$ cat src/rtl/axi_cfg_pkg.sv
// ==================================================
// Widths, counts and slave decode position
// for the two-master AXI read crossbar
// ==================================================
package axi_cfg_pkg;

	// ==================================================
	// Port counts
	// ==================================================
	localparam int NUM_MASTERS = 2;
	localparam int NUM_SLAVES  = 2;

	// Index widths derived from the counts
	localparam int MIDX_BITS = $clog2(NUM_MASTERS);
	localparam int SIDX_BITS = $clog2(NUM_SLAVES);

	// ==================================================
	// Channel field widths
	// ==================================================
	// Transaction ID as the masters see it
	localparam int ID_BITS   = 4;
	// Slave side carries the master index on top
	localparam int IDS_BITS  = ID_BITS + MIDX_BITS;
	localparam int ADDR_BITS = 32;
	localparam int DATA_BITS = 32;
	localparam int LEN_BITS  = 8;
	localparam int SIZE_BITS = 3;

	// ==================================================
	// Address decode
	// ==================================================
	// Bit 16 clear selects S0, set selects S1
	localparam int SLAVE_SEL_BIT = 16;

endpackage

$ cat src/rtl/axi_chan_pkg.sv
// ==================================================
// AR and R channel payload structs, burst and
// response encodings, return path states
// ==================================================
package axi_chan_pkg;

	import axi_cfg_pkg::*;

	// ==================================================
	// Encodings
	// ==================================================
	typedef enum logic [1:0] {
		BURST_FIXED = 2'b00,
		BURST_INCR  = 2'b01,
		BURST_WRAP  = 2'b10
	} axi_burst_e;

	typedef enum logic [1:0] {
		RESP_OKAY   = 2'b00,
		RESP_EXOKAY = 2'b01,
		RESP_SLVERR = 2'b10,
		RESP_DECERR = 2'b11
	} axi_resp_e;

	// Return path burst lock
	typedef enum logic [0:0] {
		R_IDLE,
		R_BURST
	} r_state_e;

	// ==================================================
	// Read address payloads
	// ==================================================
	// Master side, 49 bits
	typedef struct packed {
		logic [ID_BITS-1:0]   id;
		logic [ADDR_BITS-1:0] addr;
		logic [LEN_BITS-1:0]  len;
		logic [SIZE_BITS-1:0] size;
		axi_burst_e           burst;
	} ar_req_t;

	// Slave side, master index in the top id bit
	typedef struct packed {
		logic [IDS_BITS-1:0]  id;
		logic [ADDR_BITS-1:0] addr;
		logic [LEN_BITS-1:0]  len;
		logic [SIZE_BITS-1:0] size;
		axi_burst_e           burst;
	} ar_req_s_t;

	// ==================================================
	// Read data payloads
	// ==================================================
	typedef struct packed {
		logic [ID_BITS-1:0]   id;
		logic [DATA_BITS-1:0] data;
		axi_resp_e            resp;
		logic                 last;
	} r_beat_t;

	typedef struct packed {
		logic [IDS_BITS-1:0]  id;
		logic [DATA_BITS-1:0] data;
		axi_resp_e            resp;
		logic                 last;
	} r_beat_s_t;

endpackage

$ cat src/rtl/ar_arbiter.sv
// ==================================================
// Round-robin read address arbiter with
// master index tagging of the ID
// ==================================================
`timescale 1ns/100ps

module ar_arbiter (
	input  logic                                ACLK,
	input  logic                                ARESETn,
	// Master side
	input  axi_chan_pkg::ar_req_t               m_ar [axi_cfg_pkg::NUM_MASTERS],
	input  logic [axi_cfg_pkg::NUM_MASTERS-1:0] m_arvalid,
	output logic [axi_cfg_pkg::NUM_MASTERS-1:0] m_arready,
	// Toward the decoder
	output axi_chan_pkg::ar_req_s_t             sel_ar,
	output logic                                sel_valid,
	input  logic                                sel_ready
);

	import axi_cfg_pkg::*;
	import axi_chan_pkg::*;

	// Master served by the last accepted request
	logic [MIDX_BITS-1:0] last_gnt;
	logic [MIDX_BITS-1:0] gnt_idx;
	ar_req_t              gnt_ar;
	logic                 accept;

	// ==================================================
	// Grant selection
	// ==================================================
	always_comb begin
		if (m_arvalid[0] && m_arvalid[1]) begin
			// Both waiting so the one not served last wins
			gnt_idx = ~last_gnt;
		end else if (m_arvalid[1]) begin
			gnt_idx = MIDX_BITS'(1);
		end else begin
			gnt_idx = '0;
		end
	end

	assign gnt_ar    = m_ar[gnt_idx];
	assign sel_valid = |m_arvalid;
	assign accept    = sel_valid && sel_ready;

	// Forward the granted request with its index on top of the ID
	always_comb begin
		sel_ar.id    = {gnt_idx, gnt_ar.id};
		sel_ar.addr  = gnt_ar.addr;
		sel_ar.len   = gnt_ar.len;
		sel_ar.size  = gnt_ar.size;
		sel_ar.burst = gnt_ar.burst;
	end

	// Only the granted master sees the downstream ready
	always_comb begin
		for (int i = 0; i < NUM_MASTERS; i++) begin
			m_arready[i] = sel_ready && m_arvalid[i] && (gnt_idx == MIDX_BITS'(i));
		end
	end

	// ==================================================
	// Pointer update
	// ==================================================
	// Starts at the last master so M0 goes first
	always_ff @(posedge ACLK or negedge ARESETn) begin
		if (!ARESETn) begin
			last_gnt <= '1;
		end else if (accept) begin
			last_gnt <= gnt_idx;
		end
	end

endmodule

$ cat src/rtl/ar_decoder.sv
// ==================================================
// Address decode to one slave and a one-entry
// hold register for the outgoing AR request
// ==================================================
`timescale 1ns/100ps

module ar_decoder (
	input  logic                               ACLK,
	input  logic                               ARESETn,
	// From the arbiter
	input  axi_chan_pkg::ar_req_s_t            sel_ar,
	input  logic                               sel_valid,
	output logic                               sel_ready,
	// Slave side
	output axi_chan_pkg::ar_req_s_t            s_ar [axi_cfg_pkg::NUM_SLAVES],
	output logic [axi_cfg_pkg::NUM_SLAVES-1:0] s_arvalid,
	input  logic [axi_cfg_pkg::NUM_SLAVES-1:0] s_arready
);

	import axi_cfg_pkg::*;
	import axi_chan_pkg::*;

	ar_req_s_t            hold_ar;
	logic                 hold_valid;
	logic [SIDX_BITS-1:0] hold_slv;
	logic                 drain;
	logic                 load;

	// Target slave accepts the held request
	assign drain     = hold_valid && s_arready[hold_slv];
	// Empty slot or one emptying this cycle
	assign sel_ready = !hold_valid || drain;
	assign load      = sel_valid && sel_ready;

	// ==================================================
	// Hold register
	// ==================================================
	always_ff @(posedge ACLK or negedge ARESETn) begin
		if (!ARESETn) begin
			hold_valid <= 1'b0;
			hold_slv   <= '0;
		end else if (load) begin
			hold_valid <= 1'b1;
			hold_slv   <= sel_ar.addr[SLAVE_SEL_BIT +: SIDX_BITS];
		end else if (drain) begin
			hold_valid <= 1'b0;
		end
	end

	always_ff @(posedge ACLK) begin
		if (load) begin
			hold_ar <= sel_ar;
		end
	end

	// ==================================================
	// Slave outputs
	// ==================================================
	always_comb begin
		for (int i = 0; i < NUM_SLAVES; i++) begin
			s_ar[i]      = hold_ar;
			s_arvalid[i] = hold_valid && (hold_slv == SIDX_BITS'(i));
		end
	end

endmodule

$ cat src/rtl/r_return.sv
// ==================================================
// Read data return path with burst lock, ID
// routing to the master and an output register
// ==================================================
`timescale 1ns/100ps

module r_return (
	input  logic                                ACLK,
	input  logic                                ARESETn,
	// Slave side
	input  axi_chan_pkg::r_beat_s_t             s_r [axi_cfg_pkg::NUM_SLAVES],
	input  logic [axi_cfg_pkg::NUM_SLAVES-1:0]  s_rvalid,
	output logic [axi_cfg_pkg::NUM_SLAVES-1:0]  s_rready,
	// Master side
	output axi_chan_pkg::r_beat_t               m_r [axi_cfg_pkg::NUM_MASTERS],
	output logic [axi_cfg_pkg::NUM_MASTERS-1:0] m_rvalid,
	input  logic [axi_cfg_pkg::NUM_MASTERS-1:0] m_rready
);

	import axi_cfg_pkg::*;
	import axi_chan_pkg::*;

	r_state_e             state;
	r_state_e             state_next;
	logic [SIDX_BITS-1:0] cur_slv;
	logic [SIDX_BITS-1:0] idle_pick;
	logic [SIDX_BITS-1:0] src_slv;
	logic                 src_valid;
	r_beat_s_t            src_beat;

	// Output beat register
	r_beat_t              out_beat;
	logic [MIDX_BITS-1:0] out_mst;
	logic                 out_valid;
	logic                 out_drain;
	logic                 space;
	logic                 take;

	// ==================================================
	// Source selection
	// ==================================================
	// Lowest index wins so S0 has priority
	always_comb begin
		idle_pick = '0;
		for (int i = NUM_SLAVES - 1; i >= 0; i--) begin
			if (s_rvalid[i]) begin
				idle_pick = SIDX_BITS'(i);
			end
		end
	end

	// Locked slave for the rest of a burst
	assign src_slv   = (state == R_BURST) ? cur_slv : idle_pick;
	assign src_valid = s_rvalid[src_slv];
	assign src_beat  = s_r[src_slv];

	assign out_drain = out_valid && m_rready[out_mst];
	assign space     = !out_valid || out_drain;
	assign take      = src_valid && space;

	always_comb begin
		for (int i = 0; i < NUM_SLAVES; i++) begin
			s_rready[i] = space && src_valid && (src_slv == SIDX_BITS'(i));
		end
	end

	// ==================================================
	// Burst lock FSM
	// ==================================================
	always_comb begin
		state_next = state;
		unique case (state)
			R_IDLE: begin
				if (take && !src_beat.last) begin
					state_next = R_BURST;
				end
			end
			R_BURST: begin
				if (take && src_beat.last) begin
					state_next = R_IDLE;
				end
			end
			default: state_next = R_IDLE;
		endcase
	end

	always_ff @(posedge ACLK or negedge ARESETn) begin
		if (!ARESETn) begin
			state     <= R_IDLE;
			cur_slv   <= '0;
			out_valid <= 1'b0;
			out_mst   <= '0;
		end else begin
			state <= state_next;
			if (state == R_IDLE && take) begin
				cur_slv <= src_slv;
			end
			if (take) begin
				out_valid <= 1'b1;
				out_mst   <= src_beat.id[IDS_BITS-1 -: MIDX_BITS];
			end else if (out_drain) begin
				out_valid <= 1'b0;
			end
		end
	end

	// Tag stripped on the way into the register
	always_ff @(posedge ACLK) begin
		if (take) begin
			out_beat.id   <= src_beat.id[ID_BITS-1:0];
			out_beat.data <= src_beat.data;
			out_beat.resp <= src_beat.resp;
			out_beat.last <= src_beat.last;
		end
	end

	// ==================================================
	// Master outputs
	// ==================================================
	always_comb begin
		for (int i = 0; i < NUM_MASTERS; i++) begin
			m_r[i]      = out_beat;
			m_rvalid[i] = out_valid && (out_mst == MIDX_BITS'(i));
		end
	end

endmodule

$ cat src/rtl/axi_read_xbar.sv
// ==================================================
// Top level of the AXI read crossbar, two masters
// to two slaves on the AR and R channels
// ==================================================
`timescale 1ns/100ps

module axi_read_xbar (
	input  logic                                ACLK,
	input  logic                                ARESETn,

	// ==================================================
	// Master ports
	// ==================================================
	input  axi_chan_pkg::ar_req_t               m_ar [axi_cfg_pkg::NUM_MASTERS],
	input  logic [axi_cfg_pkg::NUM_MASTERS-1:0] m_arvalid,
	output logic [axi_cfg_pkg::NUM_MASTERS-1:0] m_arready,
	output axi_chan_pkg::r_beat_t               m_r [axi_cfg_pkg::NUM_MASTERS],
	output logic [axi_cfg_pkg::NUM_MASTERS-1:0] m_rvalid,
	input  logic [axi_cfg_pkg::NUM_MASTERS-1:0] m_rready,

	// ==================================================
	// Slave ports
	// ==================================================
	output axi_chan_pkg::ar_req_s_t             s_ar [axi_cfg_pkg::NUM_SLAVES],
	output logic [axi_cfg_pkg::NUM_SLAVES-1:0]  s_arvalid,
	input  logic [axi_cfg_pkg::NUM_SLAVES-1:0]  s_arready,
	input  axi_chan_pkg::r_beat_s_t             s_r [axi_cfg_pkg::NUM_SLAVES],
	input  logic [axi_cfg_pkg::NUM_SLAVES-1:0]  s_rvalid,
	output logic [axi_cfg_pkg::NUM_SLAVES-1:0]  s_rready
);

	import axi_chan_pkg::*;

	// Arbiter to decoder link
	ar_req_s_t sel_ar;
	logic      sel_valid;
	logic      sel_ready;

	// Read address path
	ar_arbiter ar_arbiter_inst (
		.ACLK      (ACLK),
		.ARESETn   (ARESETn),
		.m_ar      (m_ar),
		.m_arvalid (m_arvalid),
		.m_arready (m_arready),
		.sel_ar    (sel_ar),
		.sel_valid (sel_valid),
		.sel_ready (sel_ready)
	);

	ar_decoder ar_decoder_inst (
		.ACLK      (ACLK),
		.ARESETn   (ARESETn),
		.sel_ar    (sel_ar),
		.sel_valid (sel_valid),
		.sel_ready (sel_ready),
		.s_ar      (s_ar),
		.s_arvalid (s_arvalid),
		.s_arready (s_arready)
	);

	// Read data path
	r_return r_return_inst (
		.ACLK     (ACLK),
		.ARESETn  (ARESETn),
		.s_r      (s_r),
		.s_rvalid (s_rvalid),
		.s_rready (s_rready),
		.m_r      (m_r),
		.m_rvalid (m_rvalid),
		.m_rready (m_rready)
	);

endmodule

$ cat config.mk
export PLATFORM = sky130hd
export DESIGN_NAME = axi_read_xbar
export DESIGN_NICKNAME = d
export VERILOG_FILES = /design/src/rtl/axi_cfg_pkg.sv /design/src/rtl/axi_chan_pkg.sv /design/src/rtl/ar_arbiter.sv /design/src/rtl/ar_decoder.sv /design/src/rtl/r_return.sv /design/src/rtl/axi_read_xbar.sv
export SDC_FILE = /design/constraint.sdc
export NUM_CORES = 1
export LEC_CHECK = 0
export BUFFER_PORTS_ARGS = -buffer_cell sky130_fd_sc_hd__buf_2
export CAP_MARGIN = 20
export CORE_MARGIN = 8
export CORE_UTILIZATION = 25
export CTS_BUF_LIST = sky130_fd_sc_hd__clkbuf_2
export DETAILED_ROUTE_END_ITERATION = 16
export PLACE_DENSITY = 0.65
export SYNTH_ARGS = -nofsm -noshare
export SYNTH_HDL_FRONTEND = slang
export SYNTH_SLANG_ARGS = --single-unit
$ cat constraint.sdc
create_clock -name ACLK -period 6.41 [get_ports ACLK]
set_input_delay 0.3205 -clock ACLK [delete_from_list [all_inputs] [get_ports ACLK]]
set_output_delay 0.3205 -clock ACLK [all_outputs]
set_load 0.01 [all_outputs]
==> impl_summary.log, run 1 <==
[metrics] run status: aborted with a tool error
[metrics] stage where the flow stopped: clock tree synthesis
[metrics] Err: [ERROR RSZ-0060] Max buffer count reached.
[metrics] top cell type's share of synthesized area: between 50% and 60%
[metrics] H-tree depth: 3
[metrics] gpl congestion: slightly below 0.8
[metrics] Seq/Total Area, Yosys: about 60%
[metrics] initial cell density of the core: around a quarter
[metrics] hold bufs inserted after CTS: 170
[metrics] sinks on the clock net: 96
[metrics] post-synthesis async set-or-reset flop share: under 10%
[metrics] maximum clock path buffer count: 2
[metrics] number of buffers created by CTS: 9
[metrics] placement row count: 50
[metrics] number of enable-type register cells in the synthesized netlist: slightly below 90
[metrics] YS warnings: 0
[metrics] post-synth net total: roughly 500
[metrics] number of distinct library cells after synthesis: 21
[metrics] register bit count reported by yosys: between 90 and 100
[metrics] clock tree root driver cell: sky130_fd_sc_hd__clkbuf_2
[metrics] number of cells upsized or downsized after cts: 0
[metrics] most instantiated flip-flop cell in the synthesis netlist: sky130_fd_sc_hd__edfxtp_1
[metrics] half-perimeter wire length of the detailed placement result: 12,500 um
[metrics] Yosys top cell by area: sky130_fd_sc_hd__edfxtp_1
[metrics] top cells by count, synth: 91 x sky130_fd_sc_hd__buf_4, 91 x sky130_fd_sc_hd__mux2_2, 89 x sky130_fd_sc_hd__edfxtp_1, 6 x sky130_fd_sc_hd__dfrtp_1
[metrics] cell area reported after detailed placement: approximately 6300 um^2
[metrics] overall die height: between 150 and 200 um
[metrics] chip width: ~150 um
[metrics] cell count after synthesis: 316
[metrics] cell types with the largest area share after synthesis: sky130_fd_sc_hd__edfxtp_1 56%, sky130_fd_sc_hd__mux2_2 21%, sky130_fd_sc_hd__buf_4 14%
[metrics] dpl cells: between 800 and 900
[metrics] count of boundary I/O pins: 374
[metrics] total setup buffers inserted after CTS: 0
[metrics] cell area after technology mapping: 4800 um^2
[metrics] Port-buffer cells: between 300 and 400
[metrics] average cell area after synthesis: about 15 um^2
## per-stage QoR
step | utilization (%) | setup slack [ps]
after detailed placement | 33.5 | 4260
after global placement | 33.5 | 4250
after floorplan | - | 2750
## cell families after synthesis
kind of cell,count (synthesis),share of synthesized area (%)
simple gates,16,1.67
buf+inv,99,15.3
flops,96,59.4
compound gates,11,1.62
mux,94,22.0
==> run 2, diff against run 1 <==
--- a/config.mk
+++ b/config.mk
@@ -8,10 +8,9 @@
 export BUFFER_PORTS_ARGS = -buffer_cell sky130_fd_sc_hd__buf_2
 export CAP_MARGIN = 20
 export CORE_MARGIN = 8
-export CORE_UTILIZATION = 25
-export CTS_BUF_LIST = sky130_fd_sc_hd__clkbuf_2
+export CORE_UTILIZATION = 20
 export DETAILED_ROUTE_END_ITERATION = 16
-export PLACE_DENSITY = 0.65
+export PLACE_DENSITY_LB_ADDON = 0.15
 export SYNTH_ARGS = -nofsm -noshare
 export SYNTH_HDL_FRONTEND = slang
 export SYNTH_SLANG_ARGS = --single-unit
==> run 2 against run 1 <==
  * The flow now finishes without violations
  * Synthesized cell count unchanged
  * Area after synthesis unchanged
==> impl_summary.log, run 2 <==
[metrics] run status: completed
[metrics] placement row count: 56
[metrics] Via Count: approximately 3,500
[metrics] delay-heaviest family, CP: compound AO/OA/AOI/OAI gates
[metrics] sort of element at the end of the critical path: output pin
[metrics] worst path arrival time: about 2400 ps
[metrics] Iteration-0 DRC Markers: between 100 and 150
[metrics] half-perimeter wire length of the detailed placement result: around 13,000 um
[metrics] Power Total: around 2.5 mW
[metrics] startpoint type of the worst setup path: flop
[metrics] maximum clock skew at final layout: between 4 and 5 ps
[metrics] number of enable-type register cells in the synthesized netlist: 89
[metrics] most frequent cells in the layout: 373 x sky130_fd_sc_hd__buf_2, 91 x sky130_fd_sc_hd__mux2_2, 89 x sky130_fd_sc_hd__edfxtp_1
[metrics] Layout Area Growth over Synthesis: 39.1%
[metrics] most instantiated flip-flop cell in the synthesis netlist: sky130_fd_sc_hd__edfxtp_1
[metrics] antenna diode count: 0
[metrics] type of the most critical hold path: input port to flop
[metrics] clock latency on the worst-skew pair: around 340 ps
[metrics] maximum clock path buffer count: 2
[metrics] Global Route met3 Usage: ~5.2%
[metrics] top cells by count, synth: 91 x sky130_fd_sc_hd__buf_4, 91 x sky130_fd_sc_hd__mux2_2, 89 x sky130_fd_sc_hd__edfxtp_1, 6 x sky130_fd_sc_hd__dfrtp_1
[metrics] average cell area after synthesis: 15.2 um^2
[metrics] number of cells on the critical path: 6
[metrics] unrepaired setup endpoints after global routing: false
[metrics] top cell type's share of synthesized area: 55.7%
[metrics] setup TNS: 0 ps
[metrics] Global Route met2 Usage: between 10% and 20%
[metrics] WP data required: roughly 6100 ps
[metrics] number of stages on the worst hold path: 2
[metrics] via count of the first global-routing pass: roughly 4,000
[metrics] min cycle time layout: roughly 2700 ps
[metrics] Port-buffer cells: about 370
[metrics] most used routing layer: met2
[metrics] initial cell density of the core: about a fifth
[metrics] PD cells: 375 nW/um^2
[metrics] Register-to-Register Path Depth: 5
[metrics] critical path cell sequence: a21boi_0 > o22ai_1 > a21oi_4 > buf_4 > and2_1 > buf_2
[metrics] post-synth net total: about 500
[metrics] post-layout instance area: between 6000 and 7000 um^2
[metrics] Routed WL: between 15,000 and 20,000 um
[metrics] die outline area: between 20,000 and 30,000 um^2
[metrics] area of all sequential standard cells: 2850 um^2
[metrics] Pre-antenna DRT Iters: 4
[metrics] Max-Slew Margin vs Limit: a little over half
[metrics] GRT Util Overall: just under 10%
[metrics] Least-Margin Pin Slew: between 600 and 700 ps
[metrics] number of distinct library cells after synthesis: 21
[metrics] clock tree from TritonCTS: yes
[metrics] chip width: approximately 170 um
[metrics] Max stage delay on crit path: roughly 530 ps
[metrics] share of post-route cells with drive strength above 1: 79.7%
[metrics] pin count of the biggest net entering global routing: between 50 and 60
[metrics] hold bufs inserted after CTS: 1
[metrics] clock-pin slew on the worst setup and hold paths: approximately 60 ps
[metrics] Residual DRC: 0
[metrics] kind of critical path: flop to output pin
[metrics] max FFs per register: 50
[metrics] Antenna Nets Post-Route: 0
[metrics] initial antenna violation count: 1
[metrics] cell types with the largest area share after synthesis: sky130_fd_sc_hd__edfxtp_1 56%, sky130_fd_sc_hd__mux2_2 21%, sky130_fd_sc_hd__buf_4 14%
[metrics] overflow left after global routing: 0
[metrics] CORE AREA: 23,500 um^2
[metrics] met1 usage: about a tenth
[metrics] Worst Path Buf+Inv: 2
[metrics] max-cap violation count: 0
[metrics] post-route clock period utilization: between 40% and 50%
[metrics] H-tree depth: 3
[metrics] global-route wire length before repair: approximately 22,000 um
[metrics] sinks on the clock net: 96
[metrics] cell area reported after detailed placement: about 6400 um^2
[metrics] number of cells upsized or downsized after cts: 0
[metrics] total setup buffers inserted after CTS: 0
[metrics] Final setup violation count: 0
[metrics] fill cell instance count of the final layout: 2,446
[metrics] gpl congestion: 0.839
[metrics] cell count after synthesis: about 320
[metrics] top fanout value on the critical path: 26
[metrics] leak pwr: about 3.0 nW
[metrics] multi-input logic area: between 1000 and 1500 um^2
[metrics] clock tree root driver cell: sky130_fd_sc_hd__clkbuf_16
[metrics] register bit count reported by yosys: 96
[metrics] number of vias per cell: between 3 and 4
[metrics] Hold Fails Final Rpt: 0
[metrics] post-synthesis async set-or-reset flop share: under 10%
[metrics] YS warnings: 0
[metrics] Seq/Total Area, Yosys: ~59%
[metrics] cell area after technology mapping: approximately 4800 um^2
[metrics] count of boundary I/O pins: between 300 and 400
[metrics] Crit-path slowest cell: sky130_fd_sc_hd__a21oi_4
[metrics] Pins Over Slew Limit: 0
[metrics] achievable frequency: roughly 370 MHz
[metrics] overall die height: about 170 um
[metrics] Yosys top cell by area: sky130_fd_sc_hd__edfxtp_1
[metrics] Max VDD drop: just under 100 uV
[metrics] post-DR wirelength/cell: roughly 17 um
[metrics] most frequent standard cell in the layout excluding fill and tap cells: sky130_fd_sc_hd__buf_2
[metrics] number of buffers created by CTS: 9
[metrics] Final #Nets: approximately 800
run 2: cell counts after synthesis:
No cell type changed its count.
run 2: cell families (layout without fill, tap and decap cells):
logic type / count (synthesis) / count (layout) / share of synthesized area [%]
buffers and inverters: 99 / 395 / 15.3
flip-flops: 96 / 96 / 59.4
AND/OR/NAND/NOR: 16 / 16 / 1.67
multiplexers: 94 / 94 / 22.0
AO/OA/AOI/OAI: 11 / 11 / 1.62
run 2: layout make-up:
type	instances	share of cell area, %
clock buffer	10	3.43
clock inverter	6	0.638
inverter	1	0.0563
multi-input combinational	121	18.6
sequential	96	42.7
tap	319	5.98
timing repair buffer	378	28.6
run 2: per-stage QoR:
stage / worst slack [ps] / utilization, % / hold slack [ps] / cells
floorplan: 2750 / - / 24.9 / 316
global placement: 4060 / 27.1 / 219 / 914
detailed placement: 4010 / 27.1 / 218 / 914
CTS: 3630 / 28.3 / 170 / 931
global route: 3510 / 28.3 / 171 / 931
finish: 3690 / 28.3 / 198 / 931
run 2: metal layers:
metal / vias to the layer above / wire (um)
met1: 1618 / 5540
met4: 2 / 123
met5: - / 8
met2: 270 / 7640
li1: 1639 / -
met3: 8 / 2340
run 2: worst paths after layout:
check | slack, ps | endpoint | from
worst min register to register | 550 | ar_arbiter_inst.last_gnt$_DFFE_PN1P_ | ar_arbiter_inst.last_gnt$_DFFE_PN1P_
min in group asynchronous | 380 | ar_decoder_inst.hold_slv$_DFFE_PN0P_ | ARESETn
worst max register to register | 4160 | r_return_inst.out_mst$_DFFE_PN0P_ | flop
worst min-delay path | 200 | r_return_inst.cur_slv$_DFFE_PN0P_ | s_rvalid[0]
worst max-delay path | 3690 | s_rready[0] | flop
max in group asynchronous | 5760 | ar_arbiter_inst.last_gnt$_DFFE_PN1P_ | ARESETn
run 2: where the power goes:
part	internal (mW)	switching, mW	total, mW
Combinational	0.431	0.513	0.945
Clock	0.265	0.243	0.508
Sequential	0.936	0.111	1.05
Total	1.63	0.867	2.50
No activity file was read; power rests on OpenSTA's default activity.
==> run 3, diff against run 2 <==
==> constraint.sdc (replaced) <==
create_clock -name ACLK -period 2.43 [get_ports ACLK]
set_input_delay 0.1215 -clock ACLK [delete_from_list [all_inputs] [get_ports ACLK]]
set_output_delay 0.1215 -clock ACLK [all_outputs]
set_load 0.01 [all_outputs]
==> run 3 against run 2 <==
  * Register-to-register slack got worse by 3600 ps
  * Flip-flop and latch count is the same
  * Cell count rose by 0.97%
  * Via count is 0.34% higher
  * Sequential share of layout area decreased by 1.0 points
  * Critical endpoint is now s_rready[1]
==> impl_summary.log, run 3 (same netlist as run 2, synthesis figures left out) <==
[metrics] clock tree from TritonCTS: yes
[metrics] maximum clock skew at final layout: between 10 and 15 ps
[metrics] type of the most critical hold path: input port to flop
[metrics] half-perimeter wire length of the detailed placement result: around 13,000 um
[metrics] worst path arrival time: ~2000 ps
[metrics] die outline area: 29,200 um^2
[metrics] kind of critical path: input port to output pin
[metrics] global-route wire length before repair: 22,900 um
[metrics] initial cell density of the core: between 20% and 30%
[metrics] overall die height: ~170 um
[metrics] Residual DRC: 0
[metrics] Pre-antenna DRT Iters: 4
[metrics] H-tree depth: 3
[metrics] max FFs per register: 50
[metrics] placement row count: between 50 and 60
[metrics] launching instance or port of the critical path: s_rvalid[0]
[metrics] overflow left after global routing: 0
[metrics] start point of the worst min-delay path: m_arvalid[1]
[metrics] most frequent cells in the layout: 373 x sky130_fd_sc_hd__buf_2, 91 x sky130_fd_sc_hd__mux2_2, 89 x sky130_fd_sc_hd__edfxtp_1
[metrics] clock-pin slew on the worst setup and hold paths: ~70 ps
[metrics] count of boundary I/O pins: 374
[metrics] WP data required: between 2000 and 2500 ps
[metrics] Layout Area Growth over Synthesis: 42.5%
[metrics] setup TNS: 0 ps
[metrics] Final #Nets: slightly above 800
[metrics] post-DR wirelength/cell: 17.1 um
[metrics] achievable frequency: approximately 470 MHz
[metrics] Max VDD drop: 327 uV
[metrics] top fanout value on the critical path: 17
[metrics] PD cells: ~1000 nW/um^2
[metrics] worst-case hold slack: about 53 ps
[metrics] startpoint type of the worst setup path: input port
[metrics] run status: completed
[metrics] max-cap violation count: 0
[metrics] Power Total: slightly below 7 mW
[metrics] via count of the first global-routing pass: between 4,000 and 5,000
[metrics] gpl congestion: 0.834
[metrics] worst setup slack before clock tree synthesis: 578 ps
[metrics] Hold Fails Final Rpt: 0
[metrics] Least-Margin Pin Slew: around 600 ps
[metrics] Pins Over Slew Limit: 0
[metrics] number of buffers created by CTS: 9
[metrics] min cycle time layout: 2110 ps
[metrics] total setup buffers inserted after CTS: 0
[metrics] hold bufs inserted after CTS: 3
[metrics] share of post-route cells with drive strength above 1: ~80%
[metrics] Antenna Nets Post-Route: 0
[metrics] leak pwr: 3.09 nW
[metrics] Routed WL: 16,000 um
[metrics] post-layout util: between 20 and 30%
[metrics] maximum clock path buffer count: 2
[metrics] initial antenna violation count: 1
[metrics] Via Count: 3,549
[metrics] pin count of the biggest net entering global routing: 30
[metrics] CORE AREA: 23,500 um^2
[metrics] unrepaired setup endpoints after global routing: false
[metrics] Port-buffer cells: 373
[metrics] GRT Util Overall: between 10% and 20%
[metrics] clock latency on the worst-skew pair: between 300 and 400 ps
[metrics] chip width: approximately 170 um
[metrics] final setup margin: 315 ps
[metrics] clock tree root driver cell: sky130_fd_sc_hd__clkbuf_16
[metrics] number of vias per cell: between 3 and 4
[metrics] sinks on the clock net: 96
[metrics] most frequent standard cell in the layout excluding fill and tap cells: sky130_fd_sc_hd__buf_2
[metrics] Final setup violation count: 0
[metrics] post-route clock period utilization: between 80% and 90%
[metrics] number of cells upsized or downsized after cts: 0
[metrics] sort of element at the end of the critical path: output pin
[metrics] Iteration-0 DRC Markers: 107
[metrics] Max-Slew Margin vs Limit: 59.7%
[metrics] antenna diode count: 0
-- run 3: cell types whose count changed in the layout (fill, tap and decap cells not counted), moves of 2 or more --
cell,change
sky130_fd_sc_hd__buf_4,+3
sky130_fd_sc_hd__clkinv_2,-2
sky130_fd_sc_hd__dlygate4sd3_1,+2
sky130_fd_sc_hd__buf_12,+5
-- run 3: where the power goes --
| part | internal (mW) | switching [mW] |
|---|---|---|
| combinational | 1.28 | 1.39 |
| clock | 0.799 | 0.635 |
| sequential | 2.46 | 0.279 |
| total | 4.55 | 2.31 |
-- run 3: layer usage --
layer	wire length [um]	up-vias	global-route usage, %
li1	-	1657	-
met1	5780	1621	10.5
met2	8010	257	18.4
met3	2020	12	4.36
met4	212	2	3.97
met5	13	-	0
-- run 3: worst paths after layout --
path                                                          end  slack, ps  cells after the start
setup / recovery                                      s_rready[1]        320                      7
hold / removal             ar_decoder_inst.hold_valid$_DFFE_PN0P_         50                      3
setup reg to reg                  r_return_inst.m_r[21]$_DFFE_PP_        590                      4
hold reg to reg              ar_arbiter_inst.last_gnt$_DFFE_PN1P_        550                      2
max in group asynchronous    ar_arbiter_inst.last_gnt$_DFFE_PN1P_       1970                      2
min in group asynchronous    ar_decoder_inst.hold_slv$_DFFE_PN0P_        200                      2
-- run 3: stage by stage --
step                std cells  cell area (um^2)
floorplan                 316              4810
detailed placement        922              6510
global route              940              6830
finish                    940              6830
CTS                       940              6830
global placement          922              6510
-- run 3: layout make-up --
| cell class | instances | area (um^2) |
|---|---|---|
| clock buffers | 9 | 225 |
| clock inverters | 6 | 67.6 |
| fillers | 2454 | 16700 |
| inverters | 1 | 3.75 |
| multi-input cells | 121 | 1240 |
| flip-flops and latches | 96 | 2850 |
| well taps | 319 | 399 |
| repair buffers | 388 | 2050 |
-- run 3: worst max-delay path, stage by stage --
cell and delay (ps):
sky130_fd_sc_hd__dlygate4sd3_1 540, sky130_fd_sc_hd__buf_2 130, sky130_fd_sc_hd__a21boi_0 180, sky130_fd_sc_hd__o22ai_1 160, sky130_fd_sc_hd__a21oi_4 510, sky130_fd_sc_hd__nor2b_1 200, sky130_fd_sc_hd__buf_2 140
==> run 4, diff against run 3 <==
--- a/config.mk
+++ b/config.mk
@@ -7,9 +7,9 @@
 export LEC_CHECK = 0
 export BUFFER_PORTS_ARGS = -buffer_cell sky130_fd_sc_hd__buf_2
 export CAP_MARGIN = 20
-export CORE_MARGIN = 8
-export CORE_UTILIZATION = 20
+export CORE_AREA = 8 8 140 142
 export DETAILED_ROUTE_END_ITERATION = 16
+export DIE_AREA = 0 0 148 150
 export PLACE_DENSITY_LB_ADDON = 0.15
 export SYNTH_ARGS = -nofsm -noshare
 export SYNTH_HDL_FRONTEND = slang
==> constraint.sdc (replaced) <==
create_clock -name ACLK -period 2.15 [get_ports ACLK]
set_input_delay 0.1075 -clock ACLK [delete_from_list [all_inputs] [get_ports ACLK]]
set_output_delay 0.1075 -clock ACLK [all_outputs]
set_load 0.01 [all_outputs]
==> run 4 against run 3 <==
  * Worst hold slack better by 9.5 ps
  * Routed wire length down 5.0%
  * Count of clock-buffer cells in the layout is the same
  * Sequential share of layout area up 1.0 points
  * Sequential power rose by 13%
  * Final area decreased by 2.4%
  * First-iteration DRC count shrank 11%
  * Register-to-register slack got worse by 180 ps
  * Critical path depth shrank 2
  * Via count shrank 2.3%
  * Worst setup slack lost 150 ps
  * Clock power up 9.8%
  * Critical path type is now flop to output pin
  * Largest power group unchanged
  * Highest routed layer is now met4
==> impl_summary.log, run 4 (same netlist as run 2, synthesis figures left out) <==
[metrics] post-DR wirelength/cell: 18.0 um
[metrics] fill cell instance count of the final layout: ~1,800
[metrics] min cycle time layout: roughly 2000 ps
[metrics] Routed WL: 15,200 um
[metrics] Via Count: between 3,000 and 4,000
[metrics] delay-heaviest family, CP: compound AO/OA/AOI/OAI gates
[metrics] kind of critical path: flop to output pin
[metrics] Final setup violation count: 0
[metrics] WP data required: between 2000 and 2500 ps
[metrics] Worst Path Buf+Inv: 1
[metrics] hold bufs inserted after CTS: 3
[metrics] Antenna Nets Post-Route: 0
[metrics] sort of element at the end of the critical path: output pin
[metrics] type of the most critical hold path: input port to flop
[metrics] gpl congestion: 0.724
[metrics] achievable frequency: about 500 MHz
[metrics] antenna diode count: 0
[metrics] reg2reg setup slack: about 410 ps
[metrics] most frequent standard cell in the layout excluding fill and tap cells: sky130_fd_sc_hd__buf_2
[metrics] global-route wire length before repair: ~22,000 um
[metrics] chip width: between 100 and 150 um
[metrics] post-layout instance count excluding filler cells: around 850
[metrics] PD cells: 1140 nW/um^2
[metrics] via count of the first global-routing pass: between 3,000 and 4,000
[metrics] initial cell density of the core: between 20% and 30%
[metrics] unrepaired setup endpoints after global routing: false
[metrics] top fanout value on the critical path: 12
[metrics] Pins Over Slew Limit: 0
[metrics] number of buffers created by CTS: 9
[metrics] startpoint type of the worst setup path: flop
[metrics] most frequent cells in the layout: 373 x sky130_fd_sc_hd__buf_2, 91 x sky130_fd_sc_hd__mux2_2, 89 x sky130_fd_sc_hd__edfxtp_1
[metrics] Crit-path slowest cell: sky130_fd_sc_hd__dfrtp_1
[metrics] clock-pin slew on the worst setup and hold paths: 70 ps
[metrics] overall die height: around 150 um
[metrics] Pre-antenna DRT Iters: 4
[metrics] dpl cells: roughly 830
[metrics] worst path arrival time: about 1900 ps
[metrics] Max stage delay on crit path: between 400 and 500 ps
[metrics] H-tree depth: 3
[metrics] GRT Util Overall: roughly an eighth
[metrics] detailed-routed wire length on met3: 1150 um
[metrics] maximum clock path buffer count: 2
[metrics] max FFs per register: 50
[metrics] number of vias per cell: between 4 and 5
[metrics] setup TNS: 0 ps
[metrics] Residual DRC: 0
[metrics] Layout Area Growth over Synthesis: 39.0%
[metrics] overflow left after global routing: 0
[metrics] initial antenna violation count: 0
[metrics] placement row count: about 50
[metrics] met2 layer wire length in the routed design: a little over 8000 um
[metrics] max-cap violation count: 0
[metrics] clock tree from TritonCTS: yes
[metrics] Least-Margin Pin Slew: 497 ps
[metrics] highest routed metal layer: met4
[metrics] run status: completed
[metrics] share of post-route cells with drive strength above 1: ~80%
[metrics] Port-buffer cells: 373
[metrics] Register-to-Register Path Depth: 4
[metrics] critical path cell sequence: a21boi_0 > o22ai_1 > a21oi_4 > and2_1 > buf_2
[metrics] crit path to: s_rready[0]
[metrics] total setup buffers inserted after CTS: 0
[metrics] Max VDD drop: approximately 470 uV
[metrics] start point of the worst min-delay path: s_r[29]
[metrics] clock latency on the worst-skew pair: between 300 and 400 ps
[metrics] pin count of the biggest net entering global routing: 43
[metrics] Post-Route M1 WL: ~5600 um
[metrics] clock tree root driver cell: sky130_fd_sc_hd__clkbuf_16
[metrics] Iteration-0 DRC Markers: 95
[metrics] number of cells on the critical path: 5
[metrics] destination of the worst register-to-register timing path: r_return_inst.m_r[15]$_DFFE_PP_
[metrics] Hold Fails Final Rpt: 0
[metrics] die outline area: ~22,000 um^2
[metrics] CORE AREA: roughly 18,000 um^2
[metrics] half-perimeter wire length of the detailed placement result: ~13,000 um
[metrics] Final #Nets: roughly 800
[metrics] maximum clock skew at final layout: 6.59 ps
[metrics] sinks on the clock net: 96
[metrics] count of boundary I/O pins: roughly 370
[metrics] Max-Slew Margin vs Limit: between 60% and 70%
[metrics] number of cells upsized or downsized after cts: 0
[metrics] leak pwr: 3.05 nW
[metrics] post-route clock period utilization: 92.5%
## run 4: cell types whose count changed in the layout (fill, tap and decap cells not counted), sizes merged
cell	before	now
buf	385	382
clkinvlp	1	3
inv	3	1
## run 4: layout make-up
class                      instances  area (um^2)  share of cell area, %
clock buffer                       9          225                   3.38
inverter                           1         3.75                 0.0563
sequential                        96         2850                   42.7
timing repair buffer             385         2000                   30.0
clock inverter                     6         61.3                  0.920
tap                              229          287                   4.30
multi-input combinational        121         1240                   18.6
## run 4: metal layers
| layer | track usage, % | up-vias |
|---|---|---|
| li1 | - | 1654 |
| met1 | 13.7 | 1640 |
| met2 | 23.5 | 163 |
| met3 | 3.81 | 12 |
| met4 | 5.30 | 0 |
| met5 | 0 | - |
## run 4: power by group
part,internal [mW],switching (mW)
clock,0.889,0.677
combinational,1.39,1.54
sequential,2.79,0.313
total,5.07,2.53
## run 4: per-stage QoR
step / area, um^2 / worst slack, ps / utilization [%] / hold WS [ps] / total power, mW
2_1_floorplan: 4810 / 129 / - / -188 / 5.22
3_5_place_dp: 6350 / 415 / 36.2 / -27.3 / 6.14
4_1_cts: 6670 / 129 / 38.0 / 36.4 / 7.76
5_1_grt: 6670 / 37.4 / 38.0 / 48.1 / 8.04
6_report: 6670 / 162 / 38.0 / 62.8 / 7.60
3_3_place_gp: 6350 / 435 / 36.2 / -23.2 / 6.13
## run 4: how the worst min path moves through the flow
| stage | slack, ps | cells after the start | endpoint |
|---|---|---|---|
| 2_1_floorplan | -190 | 0 | asynchronous set/reset pin |
| 3_3_place_gp | -20 | 1 | asynchronous set/reset pin |
| 3_5_place_dp | -30 | 1 | asynchronous set/reset pin |
| 4_1_cts | 40 | 3 | ar_decoder_inst.hold_valid$_DFFE_PN0P_ |
| 5_1_grt | 50 | 2 | ar_decoder_inst.s_ar[6]$_DFFE_PP_ |
| 6_report | 60 | 2 | r_return_inst.m_r[29]$_DFFE_PP_ |
## run 4: worst reg2reg max path: stages, from the launching register on
cell and delay, ps:
sky130_fd_sc_hd__dfrtp_1 440, sky130_fd_sc_hd__a21boi_0 190, sky130_fd_sc_hd__o22ai_1 150, sky130_fd_sc_hd__a21oi_4 430
sky130_fd_sc_hd__buf_12 230
